## config.mk

```make
export PLATFORM = sky130hd
export DESIGN_NAME = instr_decode
export DESIGN_NICKNAME = d
export VERILOG_FILES = /design/src/design/issue_pkg.sv /design/src/design/instr_decode.sv
export SDC_FILE = /design/constraint.sdc
export NUM_CORES = 1
export LEC_CHECK = 0
export CAP_MARGIN = 20
export CORE_ASPECT_RATIO = 1.75
export CORE_MARGIN = 5
export CORE_UTILIZATION = 40
export CTS_BUF_LIST = sky130_fd_sc_hd__clkbuf_4
export CTS_CLUSTER_DIAMETER = 60
export DETAILED_ROUTE_END_ITERATION = 10
export DONT_BUFFER_PORTS = 1
export SLEW_MARGIN = 20
export SYNTH_ARGS = -nofsm -noshare
export SYNTH_HDL_FRONTEND = slang
export SYNTH_SLANG_ARGS = --single-unit
```

## constraint.sdc

```tcl
create_clock -name clk -period 5.7 [get_ports clk]
set_clock_uncertainty 0.15 [all_clocks]
set_input_delay 1.14 -clock clk [delete_from_list [all_inputs] [get_ports clk]]
set_output_delay 1.14 -clock clk [all_outputs]
set_load 0.03 [all_outputs]
```

## src/design/issue_pkg.sv

```systemverilog
`default_nettype none

package issue_pkg;

    typedef logic [31:0] word_t;
    typedef logic [4:0]  reg_addr_t;

    typedef enum logic [3:0] {
        op_nop  = 4'd0,
        op_addu = 4'd1,
        op_subu = 4'd2,
        op_and  = 4'd3,
        op_or   = 4'd4,
        op_xor  = 4'd5,
        op_slt  = 4'd6,
        op_lui  = 4'd7,
        op_mul  = 4'd8
    } alu_op_t;

    // primary opcode field, instr[31:26]
    localparam logic [5:0] OPC_SPECIAL  = 6'h00;
    localparam logic [5:0] OPC_SPECIAL2 = 6'h1c;
    localparam logic [5:0] OPC_ADDIU    = 6'h09;
    localparam logic [5:0] OPC_LUI      = 6'h0f;

    // function field, instr[5:0]
    localparam logic [5:0] FN_ADDU = 6'h21;
    localparam logic [5:0] FN_SUBU = 6'h23;
    localparam logic [5:0] FN_AND  = 6'h24;
    localparam logic [5:0] FN_OR   = 6'h25;
    localparam logic [5:0] FN_XOR  = 6'h26;
    localparam logic [5:0] FN_SLT  = 6'h2a;
    localparam logic [5:0] FN_MUL  = 6'h02;

    typedef struct packed {
        alu_op_t   op;
        reg_addr_t dest;
        reg_addr_t src_a;
        reg_addr_t src_b;
        logic      use_imm;
        word_t     imm;
        logic      reg_write;
    } decoded_t;

    // must stay a power of two, pointers wrap by overflow
    parameter int QUEUE_DEPTH = 8;

endpackage

`default_nettype wire

```

## src/design/instr_decode.sv

```systemverilog
`default_nettype none

module instr_decode (
    input  logic                        clk,
    input  logic                        reset,
    input  logic                        flush,
    input  logic [1:0]                  fetch_valid,
    input  issue_pkg::word_t [1:0]      fetch_instr,
    input  logic                        push_ok,
    output logic                        fetch_ready,
    output logic [1:0]                  dec_valid,
    output issue_pkg::decoded_t [1:0]   dec_entry
);
    import issue_pkg::*;

    logic [1:0]  valid_q;
    word_t [1:0] instr_q;

    function automatic decoded_t decode_word(input word_t instr);
        decoded_t   d;
        logic [5:0] opcode;
        logic [5:0] funct;
        opcode = instr[31:26];
        funct  = instr[5:0];
        d      = '0;
        case (opcode)
            OPC_SPECIAL:
            begin
                case (funct)
                    FN_ADDU: d.op = op_addu;
                    FN_SUBU: d.op = op_subu;
                    FN_AND:  d.op = op_and;
                    FN_OR:   d.op = op_or;
                    FN_XOR:  d.op = op_xor;
                    FN_SLT:  d.op = op_slt;
                    default: d.op = op_nop;
                endcase
                d.dest  = instr[15:11];
                d.src_a = instr[25:21];
                d.src_b = instr[20:16];
            end
            OPC_SPECIAL2:
            begin
                d.op    = (funct == FN_MUL) ? op_mul : op_nop;
                d.dest  = instr[15:11];
                d.src_a = instr[25:21];
                d.src_b = instr[20:16];
            end
            OPC_ADDIU:
            begin
                d.op      = op_addu;
                d.dest    = instr[20:16];
                d.src_a   = instr[25:21];
                d.use_imm = 1'b1;
                d.imm     = {{16{instr[15]}}, instr[15:0]};
            end
            OPC_LUI:
            begin
                // src_a stays r0, the result is the immediate alone
                d.op      = op_lui;
                d.dest    = instr[20:16];
                d.use_imm = 1'b1;
                d.imm     = {instr[15:0], 16'h0000};
            end
            default: d.op = op_nop;
        endcase
        if (d.op == op_nop)
            d = '0;
        else
            d.reg_write = (d.dest != 5'd0);
        return d;
    endfunction

    // the held pair leaves when the queue takes it, or the register is empty
    assign fetch_ready = (valid_q == 2'b00) || push_ok;

    always_ff @(posedge clk)
    begin
        if (!reset || flush)
            valid_q <= 2'b00;
        else if (fetch_ready)
            valid_q <= fetch_valid;
    end

    always_ff @(posedge clk)
    begin
        if (fetch_ready)
            instr_q <= fetch_instr;
    end

    assign dec_valid    = valid_q;
    assign dec_entry[1] = decode_word(instr_q[1]);
    assign dec_entry[0] = decode_word(instr_q[0]);

endmodule

`default_nettype wire

```

Yosys cells after proc, flatten, opt, wreduce, memory -nomap -nowiden
Cells that the tools add are included.
- equality and inequality tests: 20
- multiplexer cells: 18
- reductions and logical operators: 16
- operator list (kind ; number):
    $pmux W33 S2 ; 2
    $mux W52 ; 2
    $eq A6 B6 Y1 const B ; 12
    $pmux W3 S6 ; 2
    $pmux W4 S4 ; 2
    $eq A6 B4 Y1 const B ; 4
    $mux W5 ; 4
    $pmux W5 S2 ; 2
    $eq A6 B2 Y1 const B ; 2
    $eq A6 B5 Y1 const B ; 2
    $logic_not A6 Y1 ; 2
    $reduce_bool A5 Y1 ; 2
    $logic_not A4 Y1 ; 2
    $mux W4 ; 2
    $reduce_or A2 Y1 ; 4
    $reduce_or A3 Y1 ; 2
    $logic_not A2 Y1 ; 1
    $logic_or A1 B1 Y1 ; 2
    $mux W1 ; 2
    $logic_not A1 Y1 ; 1
- register bits after elaboration: 66
- input bits: 70
- output and inout port bits: 109
- logic and storage cells: 57

Logic depth before layout (Yosys ltp)
- depth after elaboration: 5
- depth in mapped cells: 8
- mapped depth without buffers: 6

Worst setup path before layout
No wires, ideal clock.
- kind: reg2out
- from: reg valid_q[1], in the netlist dec_valid[1]
- to: out fetch_ready
- data arrival time: 3845 ps
- required time: 4410 ps
- slack: 565 ps
- cell stages (with the launch flop): 2
- cell sequence: dfxtp_1 o21bai_1
- word-level cells in the longest chain between the ends: 2
- RTL lines (item ; RTL line ; text):
    start, declared ; instr_decode.sv:16 ; logic [1:0] valid_q;
    start signal, assigned ; instr_decode.sv:82 ; valid_q <= fetch_valid;
    $logic_not A2 Y1 ; instr_decode.sv:75 ; assign fetch_ready = (valid_q == 2'b00) || push_ok;
    $logic_or A1 B1 Y1 ; instr_decode.sv:75 ;
    end, declared ; instr_decode.sv:10 ; output logic fetch_ready,
Every way passes these cells.

==> impl_metrics.json <==
{
  "wl_per_cell_um": 23.1,
  "place_area_um2": 3460,
  "ys_seq_elements": 66,
  "max_slew.worst_pin.slew_ns": 1.06,
  "swShare_pct": 25.6,
  "fin_util_pct": 43.2,
  "syn_area_um2": 3380,
  "drt-total-wl_um": 8790,
  "regToRegStartpoint": "dec_valid[1]",
  "insertion_delay_ns": 0.39,
  "crit_fanout": 12,
  "yosysWarnings": 0,
  "grt_start_max_net_pins": 65,
  "path_clk_slew_ns": 0.10,
  "layout_min_cycle_time_ns": 4.26,
  "max_slew_margin_pct": 29.2,
  "synthFlopType": "edfxtp_1",
  "grt_antenna_before_repair": 3,
  "leakage_nw": 1.55,
  "grt_pass1_wl_um": 13200,
  "max_freq_mhz": 235,
  "synthArstFlopShare_pct": 0,
  "nets": 353,
  "yosys.area.top_type_share_pct": 56.9,
  "start_kind": "flip-flop",
  "synth_top_area_cell": "edfxtp_1",
  "p_comb_share_pct": 7.2,
  "final-setup-viol-count": 0,
  "die_w_um": 79.5,
  "hold_path_class": "reg -> reg",
  "areaGrowthSynthToFinish_pct": 5.59,
  "path_class": "reg -> out",
  "p_per_area_nw_per_um2": 259,
  "power.switching_w": 0.000237,
  "r2r-end": "instr_q[20]",
  "p_clk_share_pct": 26.9,
  "fin_crit_sh_pct": 74.7,
  "crit_path_end_kind": "output pin",
  "grt.total_usage_pct": 16.6,
  "dieArea_um2": 10500,
  "hold_violations": 0,
  "fill_cells": 779,
  "cts_resized": 0,
  "ant_nets": 0,
  "synth.net_count": 355,
  "drcViolationCount": 0,
  "via_per_inst": 6.13,
  "pwr-share-seq_pct": 65.9,
  "avgSynthCellArea_um2": 11.8,
  "ctsHoldBuffers": 0,
  "p_int_w": 0.000688,
  "drive_gt1_share_pct": 12.5,
  "rsz0062_at_grt": "no",
  "cts_made_buffers": 9,
  "cts_tree": "built",
  "ios": 179,
  "seq_area_frac_synth_pct": 58.1,
  "fp.coreArea_um2": 8260,
  "final_area_um2": 3570,
  "core.rowCount": 44,
  "endpoint": "dec_entry[0]",
  "dp_hpwl_um": 6920,
  "clock-sinks": 66,
  "synth_edf_count": 64,
  "status": "complete, no violations",
  "ys_types": 50,
  "start_util_pct": 40.9,
  "power_w": 0.000925,
  "worst_ep_required_time_ns": 4.41,
  "cts_setup_buffers": 0,
  "grt_pass1_vias": 2410,
  "first_pass_iters": 4,
  "synth_area_leaders": "edfxtp_1 57%, a21o_1 6.9%, and2_1 5.9%",
  "r2r_slack_ns": 3.68,
  "overflow": 0,
  "htreeDepth": 3,
  "portBuffers": 0,
  "cp-startpoint": "instr_q[28]",
  "fp.dieH_um": 132,
  "cp.arrival_ns": 2.97,
  "place.gp.congestion": 0.815,
  "fin_setup_tns_ns": 0,
  "ir_drop_uv": 145,
  "reg2regPathDepth": 2,
  "cts_root_buf": "clkbuf_4",
  "vias": 2334,
  "dr.first_iter.drc_count": 103,
  "cap_violations": 0,
  "synthCells": 285,
  "clockBufferDepth": 2,
  "slew_viol_final": 0
}
-- synthesized netlist by cell type (all sizes together) (2+ instances only) --
library cell / n
edfxtp: 64
and3: 22
nor4bb: 2
a32o: 3
nor4: 5
buf: 11
clkbuf: 9
or2: 5
or4: 6
nand2b: 5
nand2: 5
a21o: 31
xnor2: 2
dfxtp: 2
xor2: 2
or3: 4
and2: 32
nand4: 2
nor2: 16
o32ai: 2
a21oi: 7
nand3: 4
o21ai: 9
nor3: 5
nor2b: 4
a22oi: 7
inv: 4
-- sequential cells by signal, summed over array words and instances, names as in the netlist --
signal     flops
dec_valid      2
instr_q       64
-- layer usage --
metal | vias to the layer above | GRT usage [%] | routed length, um | part of all wire [%]
met2 | 141 | 30.6 | 4830 | 55
met4 | 4 | 6.88 | 133 | 1.5
met3 | 12 | 6.64 | 878 | 10
met1 | 1105 | 15.7 | 2920 | 33
met5 | - | 0 | 25 | 0.28
li1 | 1072 | - | - | -
-- stage by stage --
stage | setup slack (ns) | std cells | hold WS [ns]
final | 1.44 | 381 | 0.566
after global routing | 1.22 | 381 | 0.616
after CTS | 1.39 | 380 | 0.567
after detailed placement | 1.87 | 364 | 0.552
after global placement | 1.95 | 364 | 0.536
after floorplan | 0.565 | 285 | 0.478
-- power by group through the flow --
stage          clock (W)  sequential [W]  combinational [W]
4_1_cts         0.000263        0.000610          0.0000671
3_5_place_dp           0        0.000621          0.0000670
2_1_floorplan          0        0.000603          0.0000642
5_1_grt         0.000283        0.000615          0.0000725
3_3_place_gp           0        0.000619          0.0000656
6_report        0.000249        0.000610          0.0000663
-- placed cells by master (no fill, tap or decap), types with 5 or more instances in the layout --
cell type,netlist,layout
o21ai_0,8,8
nor3_1,5,5
a22oi_1,7,7
and2_1,32,32
edfxtp_1,64,64
clkbuf_4,0,11
and3_1,22,22
a21oi_1,6,6
or4_1,5,5
buf_4,2,7
a21o_1,31,31
nor2_1,15,15
nand2_1,5,5
nand2b_1,5,5
-- cell families (layout without fill, tap and decap cells) --
| group | count (synthesis) | in the layout | share of synthesized area, % |
|---|---|---|---|
| AND/OR/NAND/NOR | 122 | 122 | 21.9 |
| AO/OA/AOI/OAI | 68 | 68 | 14.9 |
| flip-flops | 66 | 66 | 58.1 |
| buffers and inverters | 24 | 27 | 3.78 |
| XOR/XNOR | 4 | 4 | 1.04 |
| multiplexers | 1 | 1 | 0.296 |
| other | 0 | 1 | 0 |
-- cell type report --
type	count	area [um^2]	share of cell area [%]
flip-flops and latches	66	1960	55.0
well taps	92	115	3.23
diodes	1	2.50	0.0702
clock buffers	11	82.6	2.32
multi-input cells	195	1310	36.8
inverters	4	15.0	0.421
repair buffers	7	52.6	1.47
clock inverters	5	23.8	0.667
-- critical path, stage by stage, from the launching register on --
cell       delay, ns
edfxtp_1        0.52
or3_1           0.41
a2111oi_2       0.93
o21ai_1         0.15
a21oi_1         0.57
-- worst min-delay path by stage --
stage                     slack (ns)         start            to  cells after the start
after floorplan                 0.48  dec_valid[0]  dec_valid[0]                      2
after global placement          0.54  dec_valid[0]  dec_valid[0]                      2
after detailed placement        0.55  dec_valid[0]  dec_valid[0]                      2
after CTS                       0.57  dec_valid[0]  dec_valid[0]                      2
after global routing            0.62  dec_valid[0]  dec_valid[0]                      2
final                           0.57  dec_valid[0]  dec_valid[0]                      2
Power figures use the tool's default switching activity.
