--- config.mk ---
export PLATFORM = sky130hd
export DESIGN_NAME = issue_queue
export DESIGN_NICKNAME = d
export VERILOG_FILES = /design/src/design/issue_pkg.sv /design/src/design/issue_queue.sv
export SDC_FILE = /design/constraint.sdc
export NUM_CORES = 1
export LEC_CHECK = 0
export BUFFER_PORTS_ARGS = -buffer_cell sky130_fd_sc_hd__buf_2
export CAP_MARGIN = 0
export CELL_PAD_IN_SITES_DETAIL_PLACEMENT = 0
export CELL_PAD_IN_SITES_GLOBAL_PLACEMENT = 2
export CORE_MARGIN = 2
export CORE_UTILIZATION = 39
export DETAILED_ROUTE_END_ITERATION = 10
export GPL_ROUTABILITY_DRIVEN = 1
export PLACE_DENSITY = 0.84
export SLEW_MARGIN = 20
export SYNTH_ARGS = -nofsm -noshare
export SYNTH_HDL_FRONTEND = slang
export SYNTH_SLANG_ARGS = --single-unit
--- constraint.sdc ---
create_clock -name clk -period 4.4 [get_ports clk]
set_input_delay 0.88 -clock clk [delete_from_list [all_inputs] [get_ports clk]]
set_output_delay 0.88 -clock clk [all_outputs]
set_load 0.1 [all_outputs]
--- src/design/issue_pkg.sv ---
`default_nettype none

package issue_pkg;

    typedef logic [31:0] word_t;
    typedef logic [4:0]  reg_addr_t;

    typedef enum logic [3:0] {
        op_nop  = 4'd0,
        op_addu = 4'd1,
        op_subu = 4'd2,
        op_and  = 4'd3,
        op_or   = 4'd4,
        op_xor  = 4'd5,
        op_slt  = 4'd6,
        op_lui  = 4'd7,
        op_mul  = 4'd8
    } alu_op_t;

    // primary opcode field, instr[31:26]
    localparam logic [5:0] OPC_SPECIAL  = 6'h00;
    localparam logic [5:0] OPC_SPECIAL2 = 6'h1c;
    localparam logic [5:0] OPC_ADDIU    = 6'h09;
    localparam logic [5:0] OPC_LUI      = 6'h0f;

    // function field, instr[5:0]
    localparam logic [5:0] FN_ADDU = 6'h21;
    localparam logic [5:0] FN_SUBU = 6'h23;
    localparam logic [5:0] FN_AND  = 6'h24;
    localparam logic [5:0] FN_OR   = 6'h25;
    localparam logic [5:0] FN_XOR  = 6'h26;
    localparam logic [5:0] FN_SLT  = 6'h2a;
    localparam logic [5:0] FN_MUL  = 6'h02;

    typedef struct packed {
        alu_op_t   op;
        reg_addr_t dest;
        reg_addr_t src_a;
        reg_addr_t src_b;
        logic      use_imm;
        word_t     imm;
        logic      reg_write;
    } decoded_t;

    // must stay a power of two, pointers wrap by overflow
    parameter int QUEUE_DEPTH = 8;

endpackage

`default_nettype wire

--- src/design/issue_queue.sv ---
`default_nettype none

module issue_queue #(
    parameter int QUEUE_DEPTH = issue_pkg::QUEUE_DEPTH
) (
    input  logic                        clk,
    input  logic                        reset,
    input  logic                        flush,
    input  logic [1:0]                  dec_valid,
    input  issue_pkg::decoded_t [1:0]   dec_entry,
    input  logic [1:0]                  pop,
    output logic                        push_ok,
    output logic [1:0]                  head_valid,
    output issue_pkg::decoded_t [1:0]   head_entry
);
    import issue_pkg::*;

    localparam int PTR_W = $clog2(QUEUE_DEPTH);

    decoded_t               entries [QUEUE_DEPTH];
    logic [QUEUE_DEPTH-1:0] valid;
    logic [PTR_W-1:0]       head;
    logic [PTR_W-1:0]       head_p1;
    logic [PTR_W-1:0]       tail;
    logic [PTR_W-1:0]       tail_p1;
    logic [1:0]             push_cnt;
    logic [1:0]             pop_cnt;
    logic                   free_tail;
    logic                   free_tail_p1;
    logic                   push_en;

    assign head_p1 = head + PTR_W'(1);
    assign tail_p1 = tail + PTR_W'(1);

    assign push_cnt = {1'b0, dec_valid[1]} + {1'b0, dec_valid[0]};
    assign pop_cnt  = {1'b0, pop[1]} + {1'b0, pop[1] & pop[0]};

    // a position counts as free when it is empty or leaves by this cycle's pop
    assign free_tail = !valid[tail]
                       || (pop[1] && tail == head)
                       || (pop[1] && pop[0] && tail == head_p1);
    assign free_tail_p1 = !valid[tail_p1]
                          || (pop[1] && tail_p1 == head)
                          || (pop[1] && pop[0] && tail_p1 == head_p1);

    always_comb
    begin
        case (push_cnt)
            2'd0:    push_ok = 1'b1;
            2'd1:    push_ok = free_tail;
            default: push_ok = free_tail && free_tail_p1;
        endcase
    end

    assign push_en = push_ok && (dec_valid != 2'b00);

    always_ff @(posedge clk)
    begin
        if (!reset || flush)
        begin
            head  <= '0;
            tail  <= '0;
            valid <= '0;
        end
        else
        begin
            // pops first, a push may reuse a slot freed in the same cycle
            if (pop[1])
                valid[head] <= 1'b0;
            if (pop[1] && pop[0])
                valid[head_p1] <= 1'b0;
            if (push_en)
            begin
                valid[tail] <= 1'b1;
                if (dec_valid == 2'b11)
                    valid[tail_p1] <= 1'b1;
                tail <= tail + PTR_W'(push_cnt);
            end
            head <= head + PTR_W'(pop_cnt);
        end
    end

    // lone slot 0 is compacted down to the tail position
    always_ff @(posedge clk)
    begin
        if (push_en)
        begin
            if (dec_valid[1])
                entries[tail] <= dec_entry[1];
            else
                entries[tail] <= dec_entry[0];
            if (dec_valid == 2'b11)
                entries[tail_p1] <= dec_entry[0];
        end
    end

    assign head_valid    = {valid[head], valid[head_p1]};
    assign head_entry[1] = entries[head];
    assign head_entry[0] = entries[head_p1];

endmodule

`default_nettype wire

# Word level (Yosys, flattened, before mapping)
# Memory sizes are Yosys's and may differ from the RTL's. A register that Yosys moved wholly into a read port is not among the register bits.
# Index checks and enable logic that the tools add are counted.
# op_classes
n_addsub,6
n_lt_le_gt_ge,8
n_eq_ne,6
mux,34
bitwise,8
reduce_logical,21
# op_table
op,n
2-to-1 mux 53 bit,1
2-to-1 mux 8 bit,6
2-to-1 mux 1 bit,17
bitwise AND 8 bit,2
< comparator 3 x 4 -> 1 bit (second input constant),4
NOT 8 bit,2
bitwise OR 8 bit,2
binary-select mux 1 bit (select 3 bit),4
demux 1 bit (select 3 bit),4
== test 3 bit,4
>= comparator 3 x 1 -> 1 bit (second input constant),4
logical AND 1 bit,11
adder 3 x 1 -> 3 bit (second input constant),2
adder 3 x 2 -> 3 bit,2
logical OR 1 bit,5
adder 1 x 1 -> 2 bit,2
zero test 1 bit,3
2-to-1 mux 3 bit,1
== test 2 x 1 -> 1 bit (second input constant),1
== test 2 bit (second input constant),1
zero test 2 bit,1
one-hot mux 1 bit (2 select lines),1
nonzero test 2 bit,1
bitwise AND 1 bit,1
bitwise OR 1 bit,1
# totals
ff_bits,14
ram_bits,424
input_bits,113
output_inout_bits,109
elab_cells,87
mem_count,1
# mem_list
memory,depth,word_bits,read_ports,rd_ports_with_merged_regs,write_ports,line_no,source
entries,8,53,2,1,2,issue_queue.sv:20,decoded_t entries [QUEUE_DEPTH];

# Logic depth before layout (Yosys ltp)
# depth
depth_word,15
ltp_mapped,12
ltp_nobuf,8

# Worst setup path before layout
# No wires, ideal clock.
# synth_path
path_type,input to output
from,input pop[1]
to,output push_ok
t_arrival_ps,4038
t_required_ps,3520
path_slack_ps,-518
path_stages,11
path_buffers,4
path_cell_list,clkbuf_1 nand2_1 or4_1 a21oi_1 a311oi_1 clkbuf_1 nor2_1 buf_2 clkbuf_1 nand2_1 o21ai_1
# synth_via
elab_chain_len,5
word_cells_on_any_way,11
classes_between,mux (1); reduce/logical (10)
# synth_lines
element,line_no,source
"start, declared",issue_queue.sv:11,"input logic [1:0] pop,"
"logical AND 1 bit, on equally long branches",-,
logical OR 1 bit (tied with other cells),issue_queue.sv:40,|| (pop[1] && tail == head)
"logical OR 1 bit, on equally long branches","issue_queue.sv:41, issue_queue.sv:44",
logical AND 1 bit,issue_queue.sv:51,default: push_ok = free_tail && free_tail_p1;
one-hot mux 1 bit (2 select lines) (*),issue_queue.sv:48,case (push_cnt)
"end, declared",issue_queue.sv:12,"output logic push_ok,"
# Mark *: on every way between the ends. The rest lies on a longest branch, timed or not.

# Worst setup path after layout
# layout_path
from,register tail[2]
to,output push_ok
# layout_via
elab_chain_len,8
word_cells_on_any_way,21
classes_between,add/sub (1); eq/ne (4); mux (5); reduce/logical (11)
# layout_lines
element,line_no,source
"start, declared",issue_queue.sv:24,logic [PTR_W-1:0] tail;
"start signal, assigned",issue_queue.sv:77,tail <= tail + PTR_W'(push_cnt);
adder 3 x 1 -> 3 bit,issue_queue.sv:33,assign tail_p1 = tail + PTR_W'(1);
binary-select mux 1 bit (select 3 bit),issue_queue.sv:42,assign free_tail_p1 = !valid[tail_p1]
2-to-1 mux 1 bit (implied by the code),issue_queue.sv:42,
zero test 1 bit,issue_queue.sv:42,
logical OR 1 bit,issue_queue.sv:43,|| (pop[1] && tail_p1 == head)
logical OR 1 bit,issue_queue.sv:44,|| (pop[1] && pop[0] && tail_p1 == head_p1);
logical AND 1 bit,issue_queue.sv:51,
one-hot mux 1 bit (2 select lines) (*),issue_queue.sv:48,
# Mark *: on every way between the ends. The rest lies on a longest branch, timed or not. The select of a mux whose other input is x is not followed.

==> impl_metrics.json <==
{
  "intPower_uw": 8250,
  "worst_pin_slew_ps": 1130,
  "end_kind": "output port",
  "drcViolationCount": 0,
  "critPathSlowestCell": "dfxtp_1",
  "crit_family": "flip-flops",
  "required_ps": 3520,
  "rsz0062_at_grt": "false",
  "cp_cell_sequence": "xor2_4 -> mux4_2 -> mux2i_1 -> a311oi_1 -> buf_4 -> nor2_2 -> nand2_1 -> o21ai_2 -> buf_2",
  "crit_fanout": 11,
  "leakage_uw": 0.0102,
  "num_vias": 16232,
  "start_util": 0.393,
  "crit_cells": 9,
  "share_comb_of_total_power": 0.279,
  "synth_cell_types": 46,
  "finish.instance_area_mm2": 0.0298,
  "critical_path_class": "reg2out",
  "dp_hpwl_um": 45500,
  "synthTopCellsByArea": "edfxtp_1 (50%), mux4_2 (19%), mux2_1 (18%)",
  "swShare": 0.340,
  "grt_pass1_wl_um": 112000,
  "h-tree-depth": 2,
  "slew_violations": 0,
  "nNetsFinal": 1981,
  "io_pins": 222,
  "gr-total-overflow": 0,
  "vias_per_cell": 5.88,
  "seq_power_share": 0.392,
  "finalSetupViolCount": 0,
  "hold_ws_ps": 554,
  "cts.path.max_buffers": 3,
  "cts_tree": "built",
  "relSlewSlack": 0.244,
  "status": "completed",
  "hold_class": "reg2reg",
  "max-cap-violations": 0,
  "area_delta_synth_final_pct": 16.1,
  "hold_violations": 0,
  "routed_wl_um": 76200,
  "ys_ff_latch": 438,
  "ys_seq_area_frac": 0.506,
  "grt_pass1_vias": 16975,
  "p_sw_uw": 4250,
  "synth_top_area_cell": "edfxtp_1",
  "avgSynthCellArea_um2": 15.6,
  "syn_area_mm2": 0.0257,
  "wl_per_cell_um": 27.6,
  "clk_latency_ps": 600,
  "fillCellCount": 5728,
  "synth-async-reset-ratio": 0,
  "ir_worst_vdd_mv": 0.274,
  "drt_iter0_markers": 1405,
  "rows": 94,
  "grt_max_degree": 115,
  "max_stage_delay_ps": 750,
  "fp.dieH_um": 261,
  "critPathLaunchType": "flop",
  "yosysMostFrequentCell": "edfxtp_1",
  "yosysWarnings": 0,
  "synth_fp_nets": 1770,
  "route.met2.wl_um": 37800,
  "antenna_found_initial": 13,
  "coreArea_mm2": 0.0655,
  "fmax_mhz": 238,
  "clock-sinks": 438,
  "synth_cells": 1649,
  "clk_pin_slew_ps": 60,
  "yosys_most_used_dff": "edfxtp_1",
  "port_buffers": 221,
  "dieArea_mm2": 0.0680,
  "arrival_ps": 3320,
  "cts_setup_buffers": 0,
  "synth_edf_count": 424,
  "drt-pass1-iter-count": 5,
  "path_buf_inv": 2,
  "gp_congestion": 0.857,
  "post-route-period-util": 0.955,
  "routed.top_layer": "met5",
  "drt-met1-wl_um": 30600,
  "gr-usage-all-layers": 0.224,
  "clock_tree.root_cell": "clkbuf_16",
  "p_clk_frac": 0.329,
  "skew_ps": 18.9,
  "ant_nets": 0,
  "post-route-min-period_ps": 4200,
  "die_w_um": 261,
  "dpl_cell_area_mm2": 0.0283,
  "p_per_area_mw_per_mm2": 419,
  "met3_length_um": 5680,
  "min_delay_path_depth": 2,
  "cts_made_buffers": 49,
  "layout-drive-gt1-share": 0.343,
  "synthTopCellsByCount": "edfxtp_1 (424), mux2_1 (400), nand2_1 (273)",
  "yosysTopAreaCellShare": 0.495,
  "ff2ff_path_depth": 12
}
==> power by group through the flow <==
stage / clock [uW] / combinational [uW] / sequential (uW)
floorplan: 0 / 2660 / 4960
global placement: 0 / 3460 / 4980
detailed placement: 0 / 3490 / 4990
CTS: 4170 / 3500 / 4900
global route: 4320 / 3640 / 4910
finish: 4120 / 3480 / 4900
==> state kept, by name (all words and copies together) (netlist names) <==
register	flops
entries	424
tail	3
head	3
valid	8
==> worst register-to-register path, delay by kind of cell, from the launching register on <==
kind | cells | cell delay [ps]
compound gates | 3 | 990
buf+inv | 5 | 1250
mux | 1 | 430
flops | 1 | 750
simple gates | 3 | 310
==> per-layer routing <==
| layer | GRT usage | vias to the layer above |
|---|---|---|
| met4 | 0.0643 | 22 |
| met2 | 0.379 | 580 |
| li1 | - | 7023 |
| met3 | 0.0484 | 146 |
| met1 | 0.289 | 8461 |
| met5 | 0 | - |
==> repair_timing <==
item,4_1_cts,5_1_grt
hold endpoints to repair,0,0
hold buffers,0,0
gates resized for setup,0,2
endpoints found under the setup margin,0,2
==> logic make-up after synthesis <==
group                    synth area share
XOR/XNOR                          0.00686
buffers and inverters              0.0254
AO/OA/AOI/OAI                      0.0178
multiplexers                        0.389
adder cells (fa/ha/maj)           0.00448
flip-flops                          0.506
AND/OR/NAND/NOR                    0.0507
==> layout make-up <==
type | instances | area, um2 | area share
multi-input combinational | 1070 | 12200 | 0.407
antenna | 2 | 5.00 | 0.000168
clock buffer | 58 | 1260 | 0.0422
tap | 864 | 1080 | 0.0362
inverter | 15 | 66.3 | 0.00222
timing repair buffer | 286 | 1940 | 0.0651
clock inverter | 29 | 317 | 0.0106
sequential | 438 | 13000 | 0.436
==> worst paths after layout <==
check / start / to / slack (ps)
max: tail[2] / push_ok / 200
min: valid[2] / valid[2] / 550
max reg2reg: tail[2] / entries[6][35] / 420
min reg2reg: valid[2] / valid[2] / 550
==> cells in the final DEF, fill, tap and decap left out, types with 13 or more instances in the layout <==
cell type  netlist  routed
mux2_1         400     400
mux4_2         218     218
nor2_1          14      13
buf_2           16     221
nor3_1          13      13
nand2_1        273     266
buf_12           0      28
buf_4           26      37
clkbuf_16        0      49
edfxtp_1       424     424
mux2_2          48      48
==> through the flow <==
| stage | worst slack, ps | power (uW) | std cells | TNS [ps] | utilization |
|---|---|---|---|---|---|
| floorplan | -19.4 | 7610 | 1649 | -19.4 | - |
| global placement | 433 | 8430 | 2673 | 0 | 0.431 |
| detailed placement | 424 | 8480 | 2673 | 0 | 0.431 |
| CTS | 32.0 | 12600 | 2760 | 0 | 0.455 |
| global route | 32.4 | 12900 | 2761 | 0 | 0.456 |
| finish | 197 | 12500 | 2762 | 0 | 0.456 |
No activity file was read; power rests on OpenSTA's default activity.
